[src/design/board_pkg.sv]
package board_pkg;

    localparam int clk_mhz = 100;

    // board buttons, switches and leds
    localparam int w_key = 4;
    localparam int w_sw  = 4;
    localparam int w_led = 4;

    localparam int w_tm_key   = 8;
    localparam int w_tm_led   = 8;
    localparam int w_tm_digit = 8;

    // duplicate mode, the lab sees whichever key and led set is wider
    localparam int w_lab_key = w_tm_key > w_key ? w_tm_key : w_key;
    localparam int w_lab_led = w_tm_led > w_led ? w_tm_led : w_led;

    typedef logic [w_lab_key  - 1:0] key_t;
    typedef logic [w_lab_led  - 1:0] led_t;
    typedef logic [w_tm_digit - 1:0] digit_t;
    typedef logic [7:0]              seg_t;      // abcdefgh, a is the msb
    typedef logic [11:0]             mic_raw_t;
    typedef logic signed [23:0]      mic_t;

    localparam int tick_div_default = clk_mhz * 1_000_000;  // one tick per second
    localparam int spi_sck_half     = 4;
    localparam int sio_clk_half     = 2;

    localparam logic [7:0] tm_cmd_write_auto = 8'h40;
    localparam logic [7:0] tm_cmd_addr0      = 8'hc0;
    localparam logic [7:0] tm_cmd_read_keys  = 8'h42;
    localparam logic [7:0] tm_cmd_display_on = 8'h8f;  // display on at full brightness

    typedef enum logic [2:0]
    {
        st_idle,
        st_load,
        st_clk_low,
        st_clk_high,
        st_stb_gap
    } tm_state_t;

    function automatic seg_t hex_to_seg (input logic [3:0] nibble);
        seg_t seg;
        case (nibble)
            4'h0: seg = 8'hfc;  4'h1: seg = 8'h60;  4'h2: seg = 8'hda;  4'h3: seg = 8'hf2;
            4'h4: seg = 8'h66;  4'h5: seg = 8'hb6;  4'h6: seg = 8'hbe;  4'h7: seg = 8'he0;
            4'h8: seg = 8'hfe;  4'h9: seg = 8'hf6;  4'ha: seg = 8'hee;  4'hb: seg = 8'h3e;
            4'hc: seg = 8'h9c;  4'hd: seg = 8'h7a;  4'he: seg = 8'h9e;  default: seg = 8'h8e;
        endcase
        return seg;
    endfunction

endpackage

[src/design/slow_tick_gen.sv]
`timescale 1ns/10ps

module slow_tick_gen
#(
    parameter int tick_div = board_pkg::tick_div_default
)
(
    input        clk,
    input        rst_n,
    output logic slow_tick
);

    logic [31:0] cnt;

    // counts down to zero, then reloads and fires the tick
    always_ff @(posedge clk or negedge rst_n)
    begin
        if (!rst_n)
        begin
            cnt       <= 32'(tick_div - 1);
            slow_tick <= 1'b0;
        end
        else if (cnt == 32'd0)
        begin
            cnt       <= 32'(tick_div - 1);
            slow_tick <= 1'b1;
        end
        else
        begin
            cnt       <= cnt - 32'd1;
            slow_tick <= 1'b0;  // high for a single cycle only
        end
    end

endmodule

[src/design/mic3_spi_receiver.sv]
`timescale 1ns/10ps

module mic3_spi_receiver
(
    input                       clk,
    input                       rst_n,
    output logic                cs,
    output logic                sck,
    input                       sdo,
    output board_pkg::mic_raw_t value
);

    logic [7:0] half_cnt;    // clock cycles inside one sck half period
    logic [5:0] half_idx;    // halves 0 and 1 are the cs gap, 2 to 33 the 16 sck periods
    logic [5:0] next_half;
    logic       half_done;
    logic       frame_end;

    board_pkg::mic_raw_t shift;

    assign half_done = half_cnt == 8'(board_pkg::spi_sck_half - 1);
    assign next_half = (half_idx == 6'd33) ? 6'd0 : half_idx + 6'd1;

    always_ff @(posedge clk or negedge rst_n)
    begin
        if (!rst_n)
        begin
            half_cnt  <= 8'd0;
            half_idx  <= 6'd0;
            cs        <= 1'b1;
            sck       <= 1'b1;
            frame_end <= 1'b0;
        end
        else
        begin
            // pulses together with the rise of cs
            frame_end <= half_done && half_idx == 6'd33;

            if (half_done)
            begin
                half_cnt <= 8'd0;
                half_idx <= next_half;
                cs       <= next_half < 6'd2;
                sck      <= next_half < 6'd2 || next_half[0];  // even halves are low
            end
            else
            begin
                half_cnt <= half_cnt + 8'd1;
            end
        end
    end

    // sdo moved after the falling edge, so take it as sck rises
    always_ff @(posedge clk)
    begin
        if (half_done && next_half >= 6'd3 && next_half[0])
        begin
            shift <= {shift[10:0], sdo};  // the four leading zeros fall off the top
        end
    end

    always_ff @(posedge clk or negedge rst_n)
    begin
        if (!rst_n)
            value <= '0;
        else if (frame_end)
            value <= shift;
    end

endmodule

[src/design/tm1638_controller.sv]
`timescale 1ns/10ps

module tm1638_controller
(
    input                     clk,
    input                     rst_n,
    input  board_pkg::seg_t   hgfedcba,
    input  board_pkg::digit_t digit,
    input  board_pkg::led_t   ledr,
    output board_pkg::key_t   keys,
    output logic              sio_clk,
    output logic              sio_stb,
    output logic              sio_dout,
    output logic              sio_doe,
    input                     sio_din
);

    board_pkg::tm_state_t state;

    board_pkg::seg_t seg_store [board_pkg::w_tm_digit];
    board_pkg::seg_t seg_snap  [board_pkg::w_tm_digit];
    board_pkg::led_t led_snap;
    board_pkg::key_t key_acc;

    logic [1:0] cmd_idx;    // four commands per frame
    logic [4:0] byte_idx;   // byte 0 is the command itself
    logic [4:0] last_byte;
    logic [4:0] data_idx;
    logic [2:0] bit_idx;
    logic [7:0] half_cnt;
    logic [7:0] shift;
    logic [7:0] tx_byte;
    logic       half_done;
    logic       rd_phase;
    logic [1:0] rd_k;

    assign half_done = half_cnt == 8'(board_pkg::sio_clk_half - 1);
    assign data_idx  = byte_idx - 5'd1;
    assign rd_phase  = cmd_idx == 2'd3 && byte_idx != 5'd0;
    assign rd_k      = data_idx[1:0];  // read byte number

    // the lab scans one digit per cycle, keep each one while it is selected
    always_ff @(posedge clk or negedge rst_n)
    begin
        if (!rst_n)
        begin
            for (int i = 0; i < board_pkg::w_tm_digit; i++)
            begin
                seg_store[i] <= '0;
            end
        end
        else
        begin
            for (int i = 0; i < board_pkg::w_tm_digit; i++)
            begin
                if (digit[i])
                    seg_store[i] <= hgfedcba;
            end
        end
    end

    always_ff @(posedge clk)
    begin
        if (state == board_pkg::st_idle)
        begin
            seg_snap <= seg_store;  // one consistent picture per frame
            led_snap <= ledr;
        end
    end

    always_comb
    begin
        case (cmd_idx)
            2'd0:
            begin
                last_byte = 5'd0;
                tx_byte   = board_pkg::tm_cmd_write_auto;
            end
            2'd1:
            begin
                last_byte = 5'd16;
                if (byte_idx == 5'd0)
                    tx_byte = board_pkg::tm_cmd_addr0;
                else if (!data_idx[0])
                    tx_byte = seg_snap[data_idx[3:1]];
                else
                    tx_byte = {7'd0, led_snap[data_idx[3:1]]};  // odd addresses hold the leds
            end
            2'd2:
            begin
                last_byte = 5'd0;
                tx_byte   = board_pkg::tm_cmd_display_on;
            end
            default:
            begin
                last_byte = 5'd4;
                tx_byte   = (byte_idx == 5'd0) ? board_pkg::tm_cmd_read_keys : 8'h00;
            end
        endcase
    end

    always_ff @(posedge clk)
    begin
        if (state == board_pkg::st_load)
            shift <= tx_byte;
        else if (state == board_pkg::st_clk_high && half_done)
            shift <= shift >> 1;  // lsb goes out first

        // bits 0 and 4 of each read byte carry the keys
        if (state == board_pkg::st_clk_low && half_done && rd_phase)
        begin
            if (bit_idx == 3'd0)
                key_acc[{1'b0, rd_k}] <= sio_din;
            if (bit_idx == 3'd4)
                key_acc[{1'b1, rd_k}] <= sio_din;
        end
    end

    always_ff @(posedge clk or negedge rst_n)
    begin
        if (!rst_n)
        begin
            state    <= board_pkg::st_idle;
            cmd_idx  <= 2'd0;
            byte_idx <= 5'd0;
            bit_idx  <= 3'd0;
            half_cnt <= 8'd0;
            sio_clk  <= 1'b1;
            sio_stb  <= 1'b1;
            sio_dout <= 1'b0;
            sio_doe  <= 1'b0;
            keys     <= '0;
        end
        else
        begin
            case (state)
                board_pkg::st_idle:
                begin
                    state <= board_pkg::st_load;
                end
                board_pkg::st_load:
                begin
                    sio_stb  <= 1'b0;
                    sio_clk  <= 1'b0;
                    sio_doe  <= !rd_phase;  // let the module drive the line on reads
                    bit_idx  <= 3'd0;
                    half_cnt <= 8'd0;
                    state    <= board_pkg::st_clk_low;
                end
                board_pkg::st_clk_low:
                begin
                    if (half_cnt == 8'd0)
                        sio_dout <= shift[0];
                    if (half_done)
                    begin
                        sio_clk  <= 1'b1;
                        half_cnt <= 8'd0;
                        state    <= board_pkg::st_clk_high;
                    end
                    else
                    begin
                        half_cnt <= half_cnt + 8'd1;
                    end
                end
                board_pkg::st_clk_high:
                begin
                    if (!half_done)
                    begin
                        half_cnt <= half_cnt + 8'd1;
                    end
                    else if (bit_idx != 3'd7)
                    begin
                        half_cnt <= 8'd0;
                        bit_idx  <= bit_idx + 3'd1;
                        sio_clk  <= 1'b0;
                        state    <= board_pkg::st_clk_low;
                    end
                    else if (byte_idx != last_byte)
                    begin
                        byte_idx <= byte_idx + 5'd1;
                        state    <= board_pkg::st_load;
                    end
                    else
                    begin
                        half_cnt <= 8'd0;
                        sio_stb  <= 1'b1;
                        sio_doe  <= 1'b0;
                        state    <= board_pkg::st_stb_gap;
                    end
                end
                default:
                begin
                    // first cycle with stb high after the reads closes the frame
                    if (half_cnt == 8'd0 && cmd_idx == 2'd3)
                        keys <= key_acc;
                    if (half_cnt == 8'(2 * board_pkg::sio_clk_half - 1))
                    begin
                        half_cnt <= 8'd0;
                        byte_idx <= 5'd0;
                        cmd_idx  <= cmd_idx + 2'd1;
                        state    <= (cmd_idx == 2'd3) ? board_pkg::st_idle : board_pkg::st_load;
                    end
                    else
                    begin
                        half_cnt <= half_cnt + 8'd1;
                    end
                end
            endcase
        end
    end

endmodule

[src/design/lab_top.sv]
`timescale 1ns/10ps

module lab_top
(
    input                          clk,
    input                          rst_n,
    input                          slow_tick,
    input  board_pkg::key_t        key,
    input  [board_pkg::w_sw - 1:0] sw,
    input  board_pkg::mic_t        mic,
    output board_pkg::led_t        led,
    output board_pkg::seg_t        abcdefgh,
    output board_pkg::digit_t      digit
);

    logic [15:0] count;
    logic [2:0]  scan;    // digit being shown this cycle
    logic [3:0]  nibble;

    always_ff @(posedge clk or negedge rst_n)
    begin
        if (!rst_n)
        begin
            count <= 16'd0;
            scan  <= 3'd0;
        end
        else
        begin
            scan <= scan + 3'd1;
            if (slow_tick)
                count <= count + 16'd1;
        end
    end

    always_comb
    begin
        case (scan)
            3'd0:    nibble = count[3:0];
            3'd1:    nibble = count[7:4];
            3'd2:    nibble = count[11:8];
            3'd3:    nibble = count[15:12];
            3'd4:    nibble = mic[3:0];
            3'd5:    nibble = mic[7:4];
            3'd6:    nibble = mic[11:8];
            default: nibble = 4'd0;
        endcase
    end

    // the last digit stays dark
    assign abcdefgh = (scan == 3'd7) ? '0 : board_pkg::hex_to_seg(nibble);

    assign digit = board_pkg::digit_t'(1) << scan;  // one hot select

    assign led = key ^ board_pkg::led_t'(sw);

endmodule

[src/design/board_top.sv]
`timescale 1ns/10ps

module board_top
#(
    parameter int tick_div = board_pkg::tick_div_default
)
(
    input                           clk,
    input                           rst_n,
    input  [board_pkg::w_key - 1:0] btn,
    input  [board_pkg::w_sw  - 1:0] sw,
    output [board_pkg::w_led - 1:0] led,
    output                          mic_cs,
    output                          mic_sck,
    input                           mic_sdo,
    output                          sio_clk,
    output                          sio_stb,
    output                          sio_dout,
    output                          sio_doe,
    input                           sio_din
);

    logic                slow_tick;
    board_pkg::mic_raw_t mic_raw;
    board_pkg::mic_raw_t mic_centered;
    board_pkg::mic_t     mic;
    board_pkg::key_t     tm_key;
    board_pkg::key_t     lab_key;
    board_pkg::led_t     lab_led;
    board_pkg::led_t     tm_led;
    board_pkg::seg_t     abcdefgh;
    board_pkg::seg_t     hgfedcba;
    board_pkg::digit_t   lab_digit;

    // buttons and tm1638 keys act as one key set
    always_comb
    begin
        lab_key = '0;
        lab_key[board_pkg::w_key    - 1:0] |= btn;
        lab_key[board_pkg::w_tm_key - 1:0] |= tm_key;
    end

    assign led    = lab_led[board_pkg::w_led    - 1:0];
    assign tm_led = lab_led[board_pkg::w_tm_led - 1:0];

    // converter idles at mid scale
    assign mic_centered = mic_raw - 12'h800;
    assign mic          = {{12{mic_centered[11]}}, mic_centered};

    // the tm1638 wants segment a in bit 0
    generate
        for (genvar i = 0; i < $bits(board_pkg::seg_t); i++)
        begin : g_seg_rev
            assign hgfedcba[i] = abcdefgh[$bits(board_pkg::seg_t) - 1 - i];
        end
    endgenerate

    slow_tick_gen #(.tick_div (tick_div)) i_slow_tick_gen
    (
        .clk       ( clk       ),
        .rst_n     ( rst_n     ),
        .slow_tick ( slow_tick )
    );

    mic3_spi_receiver i_mic
    (
        .clk   ( clk     ),
        .rst_n ( rst_n   ),
        .cs    ( mic_cs  ),
        .sck   ( mic_sck ),
        .sdo   ( mic_sdo ),
        .value ( mic_raw )
    );

    lab_top i_lab_top
    (
        .clk       ( clk       ),
        .rst_n     ( rst_n     ),
        .slow_tick ( slow_tick ),
        .key       ( lab_key   ),
        .sw        ( sw        ),
        .mic       ( mic       ),
        .led       ( lab_led   ),
        .abcdefgh  ( abcdefgh  ),
        .digit     ( lab_digit )
    );

    tm1638_controller i_ledkey
    (
        .clk      ( clk       ),
        .rst_n    ( rst_n     ),
        .hgfedcba ( hgfedcba  ),
        .digit    ( lab_digit ),
        .ledr     ( tm_led    ),
        .keys     ( tm_key    ),
        .sio_clk  ( sio_clk   ),
        .sio_stb  ( sio_stb   ),
        .sio_dout ( sio_dout  ),
        .sio_doe  ( sio_doe   ),
        .sio_din  ( sio_din   )
    );

endmodule

[config.mk]
export PLATFORM = sky130hd
export DESIGN_NAME = board_top
export DESIGN_NICKNAME = d
export VERILOG_FILES = /design/src/design/board_pkg.sv /design/src/design/slow_tick_gen.sv /design/src/design/mic3_spi_receiver.sv /design/src/design/tm1638_controller.sv /design/src/design/lab_top.sv /design/src/design/board_top.sv
export SDC_FILE = /design/constraint.sdc
export NUM_CORES = 1
export LEC_CHECK = 0
export BUFFER_PORTS_ARGS = -buffer_cell sky130_fd_sc_hd__buf_4
export CAP_MARGIN = 20
export CORE_MARGIN = 3
export CORE_UTILIZATION = 63
export CTS_CLUSTER_DIAMETER = 40
export DETAILED_ROUTE_END_ITERATION = 12
export PLACE_DENSITY = 0.81
export SLEW_MARGIN = 20
export SYNTH_ARGS = -nofsm -noshare
export SYNTH_HDL_FRONTEND = slang
export SYNTH_SLANG_ARGS = --single-unit
export TNS_END_PERCENT = 20
[constraint.sdc]
create_clock -name clk -period 8.8 [get_ports clk]
set_clock_uncertainty 0.15 [all_clocks]
set_input_delay 1.76 -clock clk [delete_from_list [all_inputs] [get_ports clk]]
set_output_delay 1.76 -clock clk [all_outputs]
set_load 0.01 [all_outputs]
==> out/metrics.cfg <==
[status]
run_status = finished, final reports clean

[floorplan]
floorplan.initialDensity_pct = 64.8
chipHeight_um = 143
placeable_core_region_um2 = 18100
row_count = 49
dieWidth_um = 143
io_pins = 22
fp.dieArea_um2 = 20300

[timing]
finalCriticalPeriod_ns = 4.23
report.final.setup_viol = 0
rsz0062_at_grt = no
slew_headroom_pct = 35.0
maxClockFrequency_mhz = 236
whs_ns = 0.291
slew_viol_final = 0
timing_worst_slew_pin_value_ns = 0.975
totalNegativeSetupSlack_ns = 0
finalCritPeriodShare_pct = 48.1
hold_violations = 0

[worst_setup_path]
number_of_cells_on_the_worst_reg_to_reg_path = 8
cp-start-kind = input port
critPathArrivalTime_ns = 2.32
path_max_fanout = 2
worst_ep_required_time_ns = 6.89
criticalPathCategory = input port to output pin
timing.critical_path.to_type = output pin

[power]
peakVddDrop_v = 0.000215
total_power_mw = 2.78
power.density_cell_area_nw_per_um2 = 208
power.leakage_nw = 5.36

[grt]
maximum_number_of_pins_on_one_net_before_global_route_repair = 110
global_route_wire_length_before_repair_mm = 38.2
grt_pass1_vias = 7586
globalRoute.totalOverflow = 0
antenna_found_initial = 0
groute.usage.overall_pct = 23.3

[run]
max_cap_violations = 0

[routing]
drt_first_pass_iters = 5
drc_marker_count_from_the_first_detailed_route_iteration = 543
routed_wire_length_per_instance_um = 18.3
vias_per_cell = 6.02
wirelength_mm = 22.8
detailroute.via_count = 7487
route.antenna.remaining_nets = 0
drc = 0

[final_layout]
most-common-layout-cells = dfrtp_1 (147), nand2_1 (117), edfxtp_1 (92)
layout-drive-gt1-share_pct = 18.0
multi_input_area_um2 = 4480
filler_cell_count = 1182
regArea_um2 = 7050
postLayoutCoreUtil_pct = 73.7
area_growth_pct = 13.8
num_antenna_cells = 0
nets = 1032
layout_commonest_cell = dfrtp_1

[synth]
count_of_flip_flops_with_a_built_in_enable_after_synthesis = 92
synth-seq-cells = 262
synth_compound_area_share_pct = 8.13
netlist-cell-type-count = 71
async_set_or_reset_flop_fraction_in_the_synthesized_netlist_pct = 64.9
ys_seq_area_share_pct = 59.9
muxShareOfSynthArea_pct = 7.53
synth_warnings = 0
synth_adder_area_share_pct = 3.62
most_instantiated_flip_flop_cell_in_the_synthesis_netlist = dfrtp_1
netlist_instances = 955
synth_simple_gate_area_share_pct = 14.3
post_synth_xor_area_fraction_pct = 4.46
syn_area_um2 = 11800
synth_top_family_by_area = simple AND/OR/NAND/NOR gates
syn_avg_cell_area_um2 = 12.3
mappedNetlistNets = 1001

[cts]
cts.sinks = 262
clock_insertion_delay_worst_skew_ns = 0.52
clock_tree_from_tritoncts = yes
cts_hold_buf = 0
clk_pin_slew_ns = 0.05
postCtsSetupRepairBufs = 0
cts_root_buf = clkbuf_16
post_cts_resize_count = 0
cts_max_path_buffers = 3
cts_inserted_buffers = 37
htree_num_levels = 2

[place]
placer_congestion_estimate = 0.866
detailedPlacementHpwl_mm = 13.9
buffers_added_on_ports = 21

[hold_path]
hold_path_class = flip-flop to flip-flop
timing.hold.worst_path_depth = 0

sequential cells by signal, summed over array words and instances (netlist names), 2 cells and up:
name                 flops
i_ledkey.keys            8
i_slow_tick_gen.cnt     32
i_ledkey.state           3
i_ledkey.cmd_idx         2
i_ledkey.seg_store      56
i_ledkey.half_cnt        8
i_mic.value             12
i_lab_top.scan           3
i_ledkey.key_acc         8
i_ledkey.seg_snap       56
i_mic.half_cnt           8
i_mic.half_idx           6
i_ledkey.bit_idx         3
i_mic.shift             12
i_ledkey.byte_idx        5
i_ledkey.led_snap        8
i_lab_top.count         16
i_ledkey.shift           8
path summary, 6_finish.rpt:
check,startpoint,endpoint,slack (ns)
min in group asynchronous,rst_n,i_ledkey.keys[3],1.25
min reg2reg,i_ledkey.keys[7],i_ledkey.led_snap[7],0.29
max,btn[1],led[1],4.57
max in group asynchronous,rst_n,i_ledkey.cmd_idx[1],5.85
min,i_ledkey.keys[7],i_ledkey.led_snap[7],0.29
max reg2reg,i_lab_top.scan[0],i_ledkey.seg_store[17],5.43
through the flow:
step | setup WS [ns] | cells | area, um^2
global route | 4.50 | 1244 | 13400
detailed placement | 4.54 | 1176 | 12100
global placement | 4.54 | 1176 | 12100
finish | 4.57 | 1244 | 13400
floorplan | 2.64 | 955 | 11800
CTS | 4.54 | 1244 | 13400
layout make-up:
type	instances	share of cell area [%]
clock buffer	45	7.54
clock inverter	23	1.93
inverter	25	0.702
multi-input combinational	634	33.5
sequential	262	52.7
tap	229	2.14
timing repair buffer	26	1.49
layer usage:
metal	vias up	track usage [%]	wire (um)
li1	3532	-	-
met1	3725	32.2	10100
met2	182	38.2	11000
met3	48	4.44	1190
met4	0	7.10	473
met5	-	0	0
synth_stat cells (4+ instances only):
| cell | number | area [um^2] |
|---|---|---|
| o21ai_0 | 62 | 310 |
| edfxtp_1 | 92 | 2760 |
| nand3_1 | 27 | 135 |
| nor3_1 | 15 | 75.1 |
| dfrtp_1 | 147 | 3680 |
| a31oi_1 | 4 | 25.0 |
| a22oi_1 | 6 | 45.0 |
| o22ai_1 | 6 | 37.5 |
| mux2_2 | 34 | 383 |
| a22o_1 | 16 | 140 |
| or4_1 | 4 | 30.0 |
| nor2b_1 | 15 | 93.8 |
| nor3b_1 | 4 | 30.0 |
| xnor2_1 | 36 | 315 |
| and3_1 | 17 | 106 |
| nand2_1 | 117 | 439 |
| nand2b_1 | 6 | 37.5 |
| nor2_1 | 59 | 221 |
| inv_1 | 25 | 93.8 |
| ha_1 | 34 | 425 |
| buf_2 | 6 | 30.0 |
| nor4_1 | 8 | 50.1 |
| mux2i_1 | 13 | 130 |
| or3_1 | 8 | 50.1 |
| and2_1 | 11 | 68.8 |
| a21oi_1 | 15 | 75.1 |
| mux4_2 | 15 | 338 |
| clkbuf_1 | 24 | 90.1 |
| xor2_1 | 22 | 193 |
| o31ai_1 | 10 | 75.1 |
| dfstp_2 | 23 | 604 |
| nand4_1 | 16 | 100 |
critical path, stage by stage:
cell and delay (ns):
buf_4 0.11, nor2_1 0.10, xnor2_1 0.18, buf_4 0.17
power breakdown:
| part | internal [mW] | switching (mW) | leakage, nW |
|---|---|---|---|
| Combinational | 0.00703 | 0.0186 | 2.04 |
| Clock | 0.945 | 0.547 | 0.607 |
| Sequential | 1.26 | 0 | 2.71 |
kinds of logic (layout without fill, tap and decap cells):
| logic type | Yosys count | in the layout |
|---|---|---|
| AND/OR/NAND/NOR | 330 | 330 |
| flip-flops | 262 | 262 |
| AO/OA/AOI/OAI | 147 | 147 |
| multiplexers | 64 | 64 |
| XOR/XNOR | 59 | 59 |
| buffers and inverters | 59 | 119 |
| adder cells (fa/ha/maj) | 34 | 34 |
(Power assumes the default switching activity.)
